$ cat src/rtl/arrow_pkg.sv
//----------------------------------------------------------------------
// Shared constants, BAR1 address map and AXI4-Lite channel payloads
//----------------------------------------------------------------------
package arrow_pkg;

  // Bus widths
  localparam int axil_addr_w = 32;
  localparam int axil_data_w = 32;
  localparam int axil_strb_w = axil_data_w / 8;

  // AXI4-Lite response codes
  localparam logic [1:0] resp_okay   = 2'b00;
  localparam logic [1:0] resp_slverr = 2'b10;

  // Card identity words
  localparam logic [31:0] cl_sh_id0_val = 32'hF001_1D0F;
  localparam logic [31:0] cl_sh_id1_val = 32'h1D51_FEDC;

  //--------------------------------------------------------------------
  // BAR1 register map
  //--------------------------------------------------------------------
  localparam logic [axil_addr_w-1:0] reg_id0_addr     = 32'h0000_0000;
  localparam logic [axil_addr_w-1:0] reg_id1_addr     = 32'h0000_0004;
  localparam logic [axil_addr_w-1:0] reg_scratch_base = 32'h0000_0010;
  localparam int scratch_count = 4;
  localparam int scratch_idx_w = $clog2(scratch_count);

  // Pre-sync chain length
  localparam int rst_sync_stages = 2;

  // Channel payloads, AR reuses the AW layout
  typedef struct packed {
    logic [axil_addr_w-1:0] addr;
  } axil_aw_t;

  typedef struct packed {
    logic [axil_data_w-1:0] data;
    logic [axil_strb_w-1:0] strb;
  } axil_w_t;

  typedef struct packed {
    logic [1:0] resp;
  } axil_b_t;

  typedef struct packed {
    logic [axil_data_w-1:0] data;
    logic [1:0]             resp;
  } axil_r_t;

endpackage

$ cat src/rtl/arrow_rst_sync.sv
//----------------------------------------------------------------------
// Reset pre-sync chain and function-level-reset acknowledge
//----------------------------------------------------------------------
`timescale 1ns/10ps

module arrow_rst_sync
  import arrow_pkg::*;
(
  input  logic clk,
  input  logic pipe_rst_n,
  input  logic flr_assert,
  output logic sync_rst_n,
  output logic flr_done
);

  logic [rst_sync_stages-1:0] rst_chain;
  logic                       flr_assert_q;

  // Ones shift in once pipe_rst_n is released
  always_ff @(posedge clk)
  begin
    if (!pipe_rst_n)
      rst_chain <= '0;
    else
      rst_chain <= {rst_chain[rst_sync_stages-2:0], 1'b1};
  end

  assign sync_rst_n = rst_chain[rst_sync_stages-1];

  //--------------------------------------------------------------------
  // FLR answer
  //--------------------------------------------------------------------
  // A held request makes flr_done toggle, a single-cycle one gives one pulse
  always_ff @(posedge clk)
  begin
    if (!sync_rst_n)
    begin
      flr_assert_q <= 1'b0;
      flr_done     <= 1'b0;
    end
    else
    begin
      flr_assert_q <= flr_assert;
      flr_done     <= flr_assert_q && !flr_done;
    end
  end

endmodule

$ cat src/rtl/axil_chan_buf.sv
//----------------------------------------------------------------------
// Two-entry skid buffer for a single AXI4-Lite channel
//----------------------------------------------------------------------
`timescale 1ns/10ps

module axil_chan_buf #(
  parameter type payload_t = logic
) (
  input  logic     clk,
  input  logic     sync_rst_n,
  input  logic     in_valid,
  output logic     in_ready,
  input  payload_t in_data,
  output logic     out_valid,
  input  logic     out_ready,
  output payload_t out_data
);

  logic     main_valid, main_valid_nxt;
  logic     skid_valid, skid_valid_nxt;
  logic     main_load, skid_load, in_fire;
  payload_t skid_data;

  assign in_fire = in_valid && in_ready;

  always_comb
  begin
    main_valid_nxt = main_valid;
    skid_valid_nxt = skid_valid;
    main_load      = 1'b0;
    skid_load      = 1'b0;
    if (!main_valid || out_ready)
    begin
      // Output slot frees up, refill from skid first
      main_load      = skid_valid || in_fire;
      main_valid_nxt = skid_valid || in_fire;
      skid_valid_nxt = 1'b0;
    end
    else if (in_fire)
    begin
      skid_load      = 1'b1;
      skid_valid_nxt = 1'b1;
    end
  end

  always_ff @(posedge clk)
  begin
    if (!sync_rst_n)
    begin
      main_valid <= 1'b0;
      skid_valid <= 1'b0;
      in_ready   <= 1'b0;
    end
    else
    begin
      main_valid <= main_valid_nxt;
      skid_valid <= skid_valid_nxt;
      // Registered ready, drops only with both entries full
      in_ready   <= !skid_valid_nxt;
    end
  end

  always_ff @(posedge clk)
  begin
    if (main_load)
      out_data <= skid_valid ? skid_data : in_data;
    if (skid_load)
      skid_data <= in_data;
  end

  assign out_valid = main_valid;

endmodule

$ cat src/rtl/arrow_bar1_slice.sv
//----------------------------------------------------------------------
// BAR1 AXI4-Lite register slice, request and response buffers
//----------------------------------------------------------------------
`timescale 1ns/10ps

module arrow_bar1_slice
  import arrow_pkg::*;
(
  input  logic                   clk,
  input  logic                   sync_rst_n,
  // Shell side
  input  logic                   awvalid,
  output logic                   awready,
  input  logic [axil_addr_w-1:0] awaddr,
  input  logic                   wvalid,
  output logic                   wready,
  input  logic [axil_data_w-1:0] wdata,
  input  logic [axil_strb_w-1:0] wstrb,
  output logic                   bvalid,
  input  logic                   bready,
  output logic [1:0]             bresp,
  input  logic                   arvalid,
  output logic                   arready,
  input  logic [axil_addr_w-1:0] araddr,
  output logic                   rvalid,
  input  logic                   rready,
  output logic [axil_data_w-1:0] rdata,
  output logic [1:0]             rresp,
  // Register bank side
  output logic                   mmio_awvalid,
  input  logic                   mmio_awready,
  output logic [axil_addr_w-1:0] mmio_awaddr,
  output logic                   mmio_wvalid,
  input  logic                   mmio_wready,
  output logic [axil_data_w-1:0] mmio_wdata,
  output logic [axil_strb_w-1:0] mmio_wstrb,
  input  logic                   mmio_bvalid,
  output logic                   mmio_bready,
  input  logic [1:0]             mmio_bresp,
  output logic                   mmio_arvalid,
  input  logic                   mmio_arready,
  output logic [axil_addr_w-1:0] mmio_araddr,
  input  logic                   mmio_rvalid,
  output logic                   mmio_rready,
  input  logic [axil_data_w-1:0] mmio_rdata,
  input  logic [1:0]             mmio_rresp
);

  axil_aw_t aw_in, aw_out, ar_in, ar_out;
  axil_w_t  w_in, w_out;
  axil_b_t  b_in, b_out;
  axil_r_t  r_in, r_out;

  //--------------------------------------------------------------------
  // Request half, shell to bank
  //--------------------------------------------------------------------
  assign aw_in.addr  = awaddr;
  assign w_in.data   = wdata;
  assign w_in.strb   = wstrb;
  assign ar_in.addr  = araddr;
  assign mmio_awaddr = aw_out.addr;
  assign mmio_wdata  = w_out.data;
  assign mmio_wstrb  = w_out.strb;
  assign mmio_araddr = ar_out.addr;

  axil_chan_buf #(.payload_t(axil_aw_t)) aw_buf_inst (
    .clk       (clk),          .sync_rst_n (sync_rst_n),
    .in_valid  (awvalid),      .in_ready   (awready),      .in_data  (aw_in),
    .out_valid (mmio_awvalid), .out_ready  (mmio_awready), .out_data (aw_out)
  );

  axil_chan_buf #(.payload_t(axil_w_t)) w_buf_inst (
    .clk       (clk),          .sync_rst_n (sync_rst_n),
    .in_valid  (wvalid),       .in_ready   (wready),       .in_data  (w_in),
    .out_valid (mmio_wvalid),  .out_ready  (mmio_wready),  .out_data (w_out)
  );

  axil_chan_buf #(.payload_t(axil_aw_t)) ar_buf_inst (
    .clk       (clk),          .sync_rst_n (sync_rst_n),
    .in_valid  (arvalid),      .in_ready   (arready),      .in_data  (ar_in),
    .out_valid (mmio_arvalid), .out_ready  (mmio_arready), .out_data (ar_out)
  );

  //--------------------------------------------------------------------
  // Response half, bank to shell
  //--------------------------------------------------------------------
  assign b_in.resp  = mmio_bresp;
  assign r_in.data  = mmio_rdata;
  assign r_in.resp  = mmio_rresp;
  assign bresp      = b_out.resp;
  assign rdata      = r_out.data;
  assign rresp      = r_out.resp;

  axil_chan_buf #(.payload_t(axil_b_t)) b_buf_inst (
    .clk       (clk),          .sync_rst_n (sync_rst_n),
    .in_valid  (mmio_bvalid),  .in_ready   (mmio_bready),  .in_data  (b_in),
    .out_valid (bvalid),       .out_ready  (bready),       .out_data (b_out)
  );

  axil_chan_buf #(.payload_t(axil_r_t)) r_buf_inst (
    .clk       (clk),          .sync_rst_n (sync_rst_n),
    .in_valid  (mmio_rvalid),  .in_ready   (mmio_rready),  .in_data  (r_in),
    .out_valid (rvalid),       .out_ready  (rready),       .out_data (r_out)
  );

endmodule

$ cat src/rtl/arrow_mmio_regs.sv
//----------------------------------------------------------------------
// MMIO register bank with ID words, scratch words and error responses
//----------------------------------------------------------------------
`timescale 1ns/10ps

module arrow_mmio_regs
  import arrow_pkg::*;
(
  input  logic                   clk,
  input  logic                   sync_rst_n,
  input  logic                   mmio_awvalid,
  output logic                   mmio_awready,
  input  logic [axil_addr_w-1:0] mmio_awaddr,
  input  logic                   mmio_wvalid,
  output logic                   mmio_wready,
  input  logic [axil_data_w-1:0] mmio_wdata,
  input  logic [axil_strb_w-1:0] mmio_wstrb,
  output logic                   mmio_bvalid,
  input  logic                   mmio_bready,
  output logic [1:0]             mmio_bresp,
  input  logic                   mmio_arvalid,
  output logic                   mmio_arready,
  input  logic [axil_addr_w-1:0] mmio_araddr,
  output logic                   mmio_rvalid,
  input  logic                   mmio_rready,
  output logic [axil_data_w-1:0] mmio_rdata,
  output logic [1:0]             mmio_rresp
);

  logic [axil_data_w-1:0]   scratch [scratch_count];
  logic                     wr_en, rd_en;
  logic [scratch_idx_w-1:0] wr_idx, rd_idx;
  axil_b_t                  b_q;
  axil_r_t                  r_q, r_nxt;

  // Offsets below the scratch base wrap high and miss
  function automatic logic scratch_hit(input axil_aw_t a);
    logic [axil_addr_w-1:0] off;
    off = a.addr - reg_scratch_base;
    return off < axil_addr_w'(scratch_count * 4);
  endfunction

  function automatic logic [scratch_idx_w-1:0] scratch_idx(input axil_aw_t a);
    logic [axil_addr_w-1:0] off;
    off = a.addr - reg_scratch_base;
    return off[scratch_idx_w+1:2];
  endfunction

  function automatic logic word_match(input axil_aw_t a, input logic [axil_addr_w-1:0] ref_addr);
    return a.addr[axil_addr_w-1:2] == ref_addr[axil_addr_w-1:2];
  endfunction

  // One write or read in flight per direction
  assign wr_en        = mmio_awvalid && mmio_wvalid && !mmio_bvalid;
  assign rd_en        = mmio_arvalid && !mmio_rvalid;
  assign mmio_awready = wr_en;
  assign mmio_wready  = wr_en;
  assign mmio_arready = rd_en;
  assign wr_idx       = scratch_idx(mmio_awaddr);
  assign rd_idx       = scratch_idx(mmio_araddr);

  //--------------------------------------------------------------------
  // Read decode
  //--------------------------------------------------------------------
  always_comb
  begin
    r_nxt.data = '0;
    r_nxt.resp = resp_okay;
    if (word_match(mmio_araddr, reg_id0_addr))
      r_nxt.data = cl_sh_id0_val;
    else if (word_match(mmio_araddr, reg_id1_addr))
      r_nxt.data = cl_sh_id1_val;
    else if (scratch_hit(mmio_araddr))
      r_nxt.data = scratch[rd_idx];
    else
      r_nxt.resp = resp_slverr;
  end

  always_ff @(posedge clk)
  begin
    if (!sync_rst_n)
    begin
      scratch     <= '{default: '0};
      mmio_bvalid <= 1'b0;
      mmio_rvalid <= 1'b0;
    end
    else
    begin
      if (wr_en)
      begin
        mmio_bvalid <= 1'b1;
        // Byte lanes update only where the strobe is set
        if (scratch_hit(mmio_awaddr))
          for (int b = 0; b < axil_strb_w; b++)
            if (mmio_wstrb[b])
              scratch[wr_idx][8*b +: 8] <= mmio_wdata[8*b +: 8];
      end
      else if (mmio_bready)
        mmio_bvalid <= 1'b0;

      if (rd_en)
        mmio_rvalid <= 1'b1;
      else if (mmio_rready)
        mmio_rvalid <= 1'b0;
    end
  end

  // Response payloads, held until the handshake
  always_ff @(posedge clk)
  begin
    if (wr_en)
      b_q.resp <= scratch_hit(mmio_awaddr) ? resp_okay : resp_slverr;
    if (rd_en)
      r_q <= r_nxt;
  end

  assign mmio_bresp = b_q.resp;
  assign mmio_rdata = r_q.data;
  assign mmio_rresp = r_q.resp;

endmodule

$ cat src/rtl/cl_arrow.sv
//----------------------------------------------------------------------
// Custom logic top with reset block, BAR1 slice and register bank
//----------------------------------------------------------------------
`timescale 1ns/10ps

module cl_arrow
  import arrow_pkg::*;
(
  input  logic                   clk,
  input  logic                   pipe_rst_n,
  input  logic                   flr_assert,
  output logic                   flr_done,
  output logic [31:0]            cl_sh_id0,
  output logic [31:0]            cl_sh_id1,
  // BAR1 AXI4-Lite slave
  input  logic                   awvalid,
  output logic                   awready,
  input  logic [axil_addr_w-1:0] awaddr,
  input  logic                   wvalid,
  output logic                   wready,
  input  logic [axil_data_w-1:0] wdata,
  input  logic [axil_strb_w-1:0] wstrb,
  output logic                   bvalid,
  input  logic                   bready,
  output logic [1:0]             bresp,
  input  logic                   arvalid,
  output logic                   arready,
  input  logic [axil_addr_w-1:0] araddr,
  output logic                   rvalid,
  input  logic                   rready,
  output logic [axil_data_w-1:0] rdata,
  output logic [1:0]             rresp
);

  logic                   sync_rst_n;
  logic                   mmio_awvalid, mmio_awready;
  logic [axil_addr_w-1:0] mmio_awaddr;
  logic                   mmio_wvalid, mmio_wready;
  logic [axil_data_w-1:0] mmio_wdata;
  logic [axil_strb_w-1:0] mmio_wstrb;
  logic                   mmio_bvalid, mmio_bready;
  logic [1:0]             mmio_bresp;
  logic                   mmio_arvalid, mmio_arready;
  logic [axil_addr_w-1:0] mmio_araddr;
  logic                   mmio_rvalid, mmio_rready;
  logic [axil_data_w-1:0] mmio_rdata;
  logic [1:0]             mmio_rresp;

  assign cl_sh_id0 = cl_sh_id0_val;
  assign cl_sh_id1 = cl_sh_id1_val;

  arrow_rst_sync rst_sync_inst (
    .clk        (clk),
    .pipe_rst_n (pipe_rst_n),
    .flr_assert (flr_assert),
    .sync_rst_n (sync_rst_n),
    .flr_done   (flr_done)
  );

  // Same-name connections on both sides of the slice
  arrow_bar1_slice bar1_slice_inst (.*);

  arrow_mmio_regs mmio_regs_inst (.*);

endmodule

$ cat config.mk
export PLATFORM = sky130hd
export DESIGN_NAME = cl_arrow
export DESIGN_NICKNAME = d
export VERILOG_FILES = /design/src/rtl/arrow_pkg.sv /design/src/rtl/arrow_rst_sync.sv /design/src/rtl/axil_chan_buf.sv /design/src/rtl/arrow_bar1_slice.sv /design/src/rtl/arrow_mmio_regs.sv /design/src/rtl/cl_arrow.sv
export SDC_FILE = /design/constraint.sdc
export NUM_CORES = 1
export LEC_CHECK = 0
export BUFFER_PORTS_ARGS = -buffer_cell sky130_fd_sc_hd__clkbuf_2
export CORE_AREA = 10 10 192 194
export DETAILED_ROUTE_END_ITERATION = 8
export DIE_AREA = 0 0 202 204
export PLACE_DENSITY = 0.87
export SYNTH_ARGS = -nofsm -noshare
export SYNTH_HDL_FRONTEND = slang
export SYNTH_SLANG_ARGS = --single-unit
export TNS_END_PERCENT = 5
$ cat constraint.sdc
create_clock -name clk -period 4.25 [get_ports clk]
set_input_delay 0.85 -clock clk [delete_from_list [all_inputs] [get_ports clk]]
set_output_delay 0.85 -clock clk [all_outputs]
set_load 0.02 [all_outputs]
==> out/results.ini, run 1 <==
[logic_synthesis]
yosys.area_share.simple_pct = 8.05
synthArstFlopShare_pct = 0
synthDistinctLibCells = 40
yosys-top-cells-area = edfxtp_1 (49%), dfxtp_1 (17%), mux2_2 (8.2%)
synth_top_area_share_pct = 49.5
synth_top_family_by_area = multiplexers
ys_seq_elements = 443
ys_warn_count = 0
synthMuxAreaShare_pct = 19.4
synth-seq-area-share_pct = 66.2
syn_inst = 1188
syn_area_per_cell_um2 = 15.0
synth_compound_area_share_pct = 1.70
yosys.area_share.adder_pct = 0
synth-main-ff-cell = edfxtp_1
synth_xor_area_share_pct = 0.0981
synth_edf_count = 294
synth_area_mm2 = 0.0178
synth_area_leader_cell = edfxtp_1

[final_layout]
antenna_cells = 0
drive_gt1_share_pct = 30.8
nFillCells = 2445
area_delta_synth_final_pct = 14.4
nets = 1450
final_cells = 1824

[clocking]
postCtsSetupRepairBufs = 0
cts_root_buf = clkbuf_16
cts_buffers = 43
cts.sinks = 443
cts_tree = built
clk_pin_slew_ns = 0.06
post_cts_resized = 0
clk_latency_ns = 0.55
htreeDepth = 2
cts_hold_buf = 0
clk_path_buf_depth = 3

[routing]
vias = 9398
drc = 0
first_pass_iters = 5
routed_via_density = 5.15
first_iter_violations = 573
wire_per_inst_um = 17.8
ant_nets = 0
wl_um = 32400

[critical_path]
r2r_start = bar1_slice_inst.aw_buf_inst.out_data[16]$_DFFE_PP_
crit_type = register to register
crit_path_end = mmio_regs_inst.scratch[107]$_SDFFE_PN0P_
path_cells = nor4_2 > nand4_1 > xor2_1 > o2111ai_4 > nor4_4 > mux2i_1
reg2reg_to = mmio_regs_inst.scratch[107]$_SDFFE_PN0P_
cp.arrival_ns = 3.76
critPathLaunchType = register
critPathCaptureType = register
crit_slowest_cell = nor4_4
r2r_slack_ns = 0.94
cp.required_ns = 4.69
worstRegToRegCells = 6
critical_path.startpoint = bar1_slice_inst.aw_buf_inst.out_data[16]$_DFFE_PP_
critical_path.top_delay_family = simple AND/OR/NAND/NOR gates
path_depth = 6
max_stage_delay_ns = 1.00
crit_path_max_fanout = 16
worst-path-buf-inv = 0

[grt]
grt_max_degree = 101
antenna_found_initial = 1
overflow = 0
grt_pass1_vias = 10100
grt_use_total_pct = 15.8
grt_pass1_wl_um = 53300

[power]
p_sw_share_pct = 19.3
clockPowerShare_pct = 45.7
p_seq_share_pct = 51.6
p_per_area_mw_per_mm2 = 441
power_frac_comb_pct = 2.8
p_int_mw = 7.27
p_leak_nw = 7.11
switchingPower_mw = 1.74
ir_drop_uv = 391

[status]
outcome = finished clean

[floorplanning]
core-area_mm2 = 0.0331
die_h_um = 204
start_util_pct = 53.9
die_w_um = 202
io_pins = 214
rows = 67
die-area_mm2 = 0.0412

[placed_design]
hpwl_um = 22400
placed_cells = 1745
numPortBuffers = 143
gp_congestion = 0.730

[timing]
slew_violations = 0
finalCritPeriodShare_pct = 78.0
clock.fmax_mhz = 302
worstMarginPinSlew_ns = 1.22
tns_ns = 0
slew_headroom_pct = 18.4
clock_skew_ns = 0.0258
grt_setup_unrepaired = false
finalHoldViolations = 0
setup_viol = 0
period_needed_ns = 3.31

[job]
cap_violations = 0

[hold_path]
hp-class = primary input to register

## worst min path at each step
stage | from | to | slack, ns | cells past startpoint
floorplan | rst_sync_inst.rst_chain[0]$_DFF_P_ | rst_sync_inst.rst_chain[1]$_SDFF_PN0_ | 0.41 | 1
global placement | rst_sync_inst.rst_chain[0]$_DFF_P_ | rst_sync_inst.rst_chain[1]$_SDFF_PN0_ | 0.42 | 1
detailed placement | rst_sync_inst.rst_chain[0]$_DFF_P_ | rst_sync_inst.rst_chain[1]$_SDFF_PN0_ | 0.42 | 1
CTS | pipe_rst_n | rst_sync_inst.rst_chain[0]$_DFF_P_ | 0.39 | 1
global route | pipe_rst_n | rst_sync_inst.rst_chain[0]$_DFF_P_ | 0.41 | 1
finish | pipe_rst_n | rst_sync_inst.rst_chain[0]$_DFF_P_ | 0.42 | 1
## cell usage after synthesis, types with 2 or more instances
cell type / number
nand2b_1: 7
nor2_1: 12
nand4_1: 4
mux2_2: 130
nor3b_1: 3
clkbuf_1: 41
nor2b_1: 4
dfxtp_1: 149
nor4_2: 2
and3_1: 7
mux2i_1: 128
o21ai_0: 27
buf_1: 7
nor4_4: 18
nor4_1: 9
mux4_2: 32
inv_1: 29
a21oi_1: 11
a21boi_0: 6
o21a_1: 2
nand2_1: 173
edfxtp_1: 294
nand3_1: 4
conb_1: 2
nor3_1: 3
buf_4: 66
and2_1: 5
## cell type report
type | instances | area, um^2 | share of cell area [%]
sequential | 443 | 11800 | 57.9
multi-input combinational | 664 | 5510 | 27.0
clock buffer | 53 | 1210 | 5.91
timing repair buffer | 161 | 863 | 4.23
tap | 448 | 561 | 2.75
clock inverter | 26 | 353 | 1.73
inverter | 29 | 109 | 0.533
## sequential cells by signal, indices dropped and copies added, names as in the netlist, 2 cells and up
register / cells
bar1_slice_inst.ar_buf_inst.out_data: 30
bar1_slice_inst.ar_buf_inst.skid_data: 30
bar1_slice_inst.aw_buf_inst.out_data: 30
bar1_slice_inst.aw_buf_inst.skid_data: 30
bar1_slice_inst.r_buf_inst.out_data: 33
bar1_slice_inst.r_buf_inst.skid_data: 33
bar1_slice_inst.w_buf_inst.out_data: 36
bar1_slice_inst.w_buf_inst.skid_data: 36
mmio_regs_inst.mmio_rdata: 32
mmio_regs_inst.scratch: 128
rst_sync_inst.rst_chain: 2
## per-layer routing
metal  vias up  GRT usage, %  wire, um
met5         -             0        13
met4         2          4.08       493
met3        43          4.11      2000
met2       233          25.3     15200
met1      4583          21.1     14700
li1       4537             -         -
## metrics by stage
| step | setup slack (ns) | power, mW | hold slack (ns) | util [%] | area [um^2] |
|---|---|---|---|---|---|
| 2_1_floorplan | 0.989 | 4.93 | 0.406 | - | 18100 |
| 6_report | 0.937 | 9.01 | 0.418 | 61.7 | 20400 |
| 5_1_grt | 0.648 | 9.28 | 0.406 | 61.7 | 20400 |
| 3_3_place_gp | 1.12 | 4.98 | 0.417 | 56.9 | 18900 |
| 4_1_cts | 0.899 | 9.09 | 0.388 | 61.7 | 20400 |
| 3_5_place_dp | 0.968 | 4.98 | 0.421 | 56.9 | 18900 |
## cell families after synthesis
kind of cell | Yosys count
flops | 443
mux | 290
simple gates | 258
buf+inv | 145
compound gates | 48
xor+xnor | 2
other cells | 2
## power by group through the flow
stage	combinational [mW]	sequential, mW	clock (mW)
floorplan	0.212	4.72	0
global placement	0.240	4.74	0
detailed placement	0.247	4.74	0
CTS	0.250	4.64	4.19
global route	0.278	4.65	4.36
finish	0.251	4.64	4.11
## cells in the final DEF (no fill, tap or decap), types with 2 or more instances in the layout
master / netlist / final
and3_1: 7 / 7
clkbuf_8: 0 / 3
conb_1: 2 / 66
a21oi_2: 0 / 3
and2_1: 5 / 5
o21ai_0: 27 / 27
inv_1: 29 / 29
clkinv_1: 0 / 8
nor4_4: 18 / 18
mux2i_1: 128 / 128
a21oi_1: 11 / 7
nor2_2: 0 / 4
clkinvlp_4: 0 / 3
nor4_2: 2 / 2
dfxtp_1: 149 / 148
o21a_1: 2 / 2
nand2b_1: 7 / 7
nor2b_1: 4 / 3
clkbuf_1: 41 / 4
nand2_1: 173 / 173
edfxtp_1: 294 / 294
bufinv_16: 0 / 9
clkinv_2: 0 / 5
mux4_2: 32 / 32
nor3_1: 3 / 3
clkbuf_16: 0 / 46
nor4_1: 9 / 9
buf_4: 66 / 17
nor3b_1: 3 / 3
a21boi_0: 6 / 6
nand3_1: 4 / 4
nor2_1: 12 / 8
nand4_1: 4 / 4
mux2_2: 130 / 130
clkbuf_2: 0 / 143
No activity file was read; power rests on OpenSTA's default activity.
==> inputs of run 2 (changes only) <==
Clock period 4.25 ns to 3.1 ns, I/O delays scaled along.
==> out/results.ini, run 2 (synthesis gave the netlist of run 1 again) <==
[status]
outcome = finished clean

[grt]
use_met1_pct = 20.5  ; -0.62 points
grt_max_degree = 66  ; -35%
grt_pass1_wl_um = 53400  ; +0.16%
overflow = 0  ; unchanged
grt_use_total_pct = 15.9  ; +0.099 points
grt_pass1_vias = 10100  ; -0.069%
antenna_found_initial = 1  ; unchanged
grt_use_met3_pct = 4.76  ; +0.65 points
gr-max-usage-layer = met2
grtUsageMet2_pct = 25.4  ; +0.11 points

[final_layout]
layout_common_cells = edfxtp_1 (294), nand2_1 (173), dfxtp_1 (148)
antenna_cells = 0  ; unchanged
layout_commonest_cell = edfxtp_1
final_area_mm2 = 0.0205  ; +0.51%
final_cells = 1849  ; +1.4%
largest_reg_flops = 128  ; unchanged
largestRegisters = mmio_regs_inst.scratch (128), bar1_slice_inst.w_buf_inst.out_data (36), bar1_slice_inst.w_buf_inst.skid_data (36)
nets = 1472  ; +1.5%
drive_gt1_share_pct = 32.0  ; +1.2 points
top_register = mmio_regs_inst.scratch
area_delta_synth_final_pct = 15.0

[critical_path]
r2r_slack_ns = 0.37  ; -0.56 ns
reg2reg_to = mmio_regs_inst.scratch[77]$_SDFFE_PN0P_
crit_slowest_cell = nor4_4
cp.required_ns = 3.56  ; -1.13 ns
max_stage_delay_ns = 0.43  ; -0.57 ns
cp.arrival_ns = 3.19  ; -0.57 ns
r2r_start = bar1_slice_inst.aw_buf_inst.out_data[11]$_DFFE_PP_
critical_path.top_delay_family = simple AND/OR/NAND/NOR gates
critPathLaunchType = register
path_depth = 8  ; +2
crit_type = register to register
worstRegToRegCells = 8  ; +2
path_cells = nor4_4 > nand4_1 > xor2_1 > o2111ai_4 > buf_4 > nor4_4 > buf_4 > mux2i_1
crit_path_max_fanout = 16  ; unchanged
critPathCaptureType = register
worst-path-buf-inv = 2  ; +2

[clocking]
postCtsSetupRepairBufs = 0  ; unchanged
cts.sinks = 443  ; unchanged
clk_latency_ns = 0.55  ; about the same
post_cts_resized = 0  ; unchanged
cts_hold_buf = 0  ; unchanged
clk_path_buf_depth = 3  ; unchanged
cts_tree = built
clk_pin_slew_ns = 0.06  ; about the same
cts_root_buf = clkbuf_16
htreeDepth = 2  ; unchanged
cts_buffers = 45  ; +4.7%

[timing]
period_needed_ns = 2.73  ; -0.588 ns
finalCritPeriodShare_pct = 87.9  ; +10 points
slew_violations = 0  ; unchanged
clock_skew_ns = 0.0150  ; -0.0109 ns
setup_viol = 0  ; unchanged
slew_headroom_pct = 58.0  ; +40 points
worstMarginPinSlew_ns = 0.629  ; -0.593 ns
tns_ns = 0  ; unchanged
grt_setup_unrepaired = false
layout_setup_ws_ns = 0.375  ; -0.562 ns
finalHoldViolations = 0  ; unchanged
clock.fmax_mhz = 367  ; +22%

[routing]
wl_um = 32700  ; +0.86%
wire_per_inst_um = 17.7  ; -0.51%
first_pass_iters = 4  ; -1
first_iter_violations = 501  ; -13%
ant_nets = 0  ; unchanged
routed_via_density = 5.16  ; about the same
drc = 0  ; unchanged
vias = 9533  ; +1.4%

[power]
switchingPower_mw = 2.46  ; +41%
p_per_area_mw_per_mm2 = 590  ; +34%
ir_drop_uv = 486  ; +24%
p_seq_share_pct = 52.5  ; +0.9 points
p_int_mw = 9.66  ; +33%
clockPowerShare_pct = 44.6  ; -1.1 points
power_frac_comb_pct = 2.9  ; about the same
p_leak_nw = 7.20  ; +1.2%
p_sw_share_pct = 20.3  ; +0.94 points

[hold_path]
whs_path_depth = 1  ; unchanged
whs_endpoint = rst_sync_inst.rst_chain[0]$_DFF_P_
hp-start = pipe_rst_n
hp-class = primary input to register

[placed_design]
gp_congestion = 0.755  ; +3.5%
numPortBuffers = 143  ; unchanged
placed_cells = 1765  ; +1.1%
placed_area_mm2 = 0.0190  ; +0.86%
pre_cts_slack_ns = 0.441  ; -0.527 ns
hpwl_um = 22500  ; +0.42%

[floorplanning]
start_util_pct = 53.9  ; unchanged
die-area_mm2 = 0.0412  ; unchanged
io_pins = 214  ; unchanged
die_w_um = 202  ; unchanged
core-area_mm2 = 0.0331  ; unchanged
die_h_um = 204  ; unchanged
rows = 67  ; unchanged

[job]
cap_violations = 0  ; unchanged

[run 2: worst max path at each step]
stage	startpoint	endpoint	slack, ns
6_report	bar1_slice_inst.aw_buf_inst.out_data[11]$_DFFE_PP_	mmio_regs_inst.scratch[77]$_SDFFE_PN0P_	0.37
2_1_floorplan	mmio_regs_inst.mmio_bvalid$_SDFFE_PN0P_	bar1_slice_inst.w_buf_inst.out_data[0]$_DFFE_PP_	-0.14
3_3_place_gp	bar1_slice_inst.aw_buf_inst.out_data[12]$_DFFE_PP_	mmio_regs_inst.scratch[78]$_SDFFE_PN0P_	0.61
3_5_place_dp	bar1_slice_inst.aw_buf_inst.out_data[11]$_DFFE_PP_	mmio_regs_inst.scratch[77]$_SDFFE_PN0P_	0.44
5_1_grt	bar1_slice_inst.aw_buf_inst.out_data[20]$_DFFE_PP_	mmio_regs_inst.scratch[77]$_SDFFE_PN0P_	0.22
4_1_cts	bar1_slice_inst.aw_buf_inst.out_data[11]$_DFFE_PP_	mmio_regs_inst.scratch[77]$_SDFFE_PN0P_	0.36
[run 2: cell type report]
| class | instances | area (um^2) |
|---|---|---|
| Tap cell | 448 | 561 |
| Clock buffer | 55 | 1210 |
| Multi-Input combinational cell | 664 | 5510 |
| Fill cell | 2417 | 12600 |
| Sequential cell | 443 | 11800 |
| Inverter | 29 | 109 |
| Clock inverter | 29 | 297 |
| Timing Repair Buffer | 181 | 1030 |
[run 2: per-stage QoR]
stage	power (mW)	hold WS [ns]	util, %
global placement	6.82	0.413	57.4
finish	12.1	0.180	62.0
detailed placement	6.83	0.419	57.4
floorplan	6.76	0.406	-
CTS	12.2	0.154	62.0
global route	12.5	0.174	62.0
[run 2: routing by layer]
metal  part of all wire, %  vias up  wire length [um]
li1                      -     4583                 -
met1                    44     4635             14300
met2                    47      258             15400
met3                   7.0       57              2280
met4                   2.1        0               683
met5                     0        -                 0
[run 2: power groups by stage]
| stage | Sequential, mW | Combinational [mW] | Clock [mW] |
|---|---|---|---|
| global route | 6.36 | 0.388 | 5.77 |
| detailed placement | 6.49 | 0.347 | 0 |
| global placement | 6.48 | 0.337 | 0 |
| floorplan | 6.47 | 0.291 | 0 |
| CTS | 6.36 | 0.351 | 5.52 |
| finish | 6.36 | 0.353 | 5.40 |
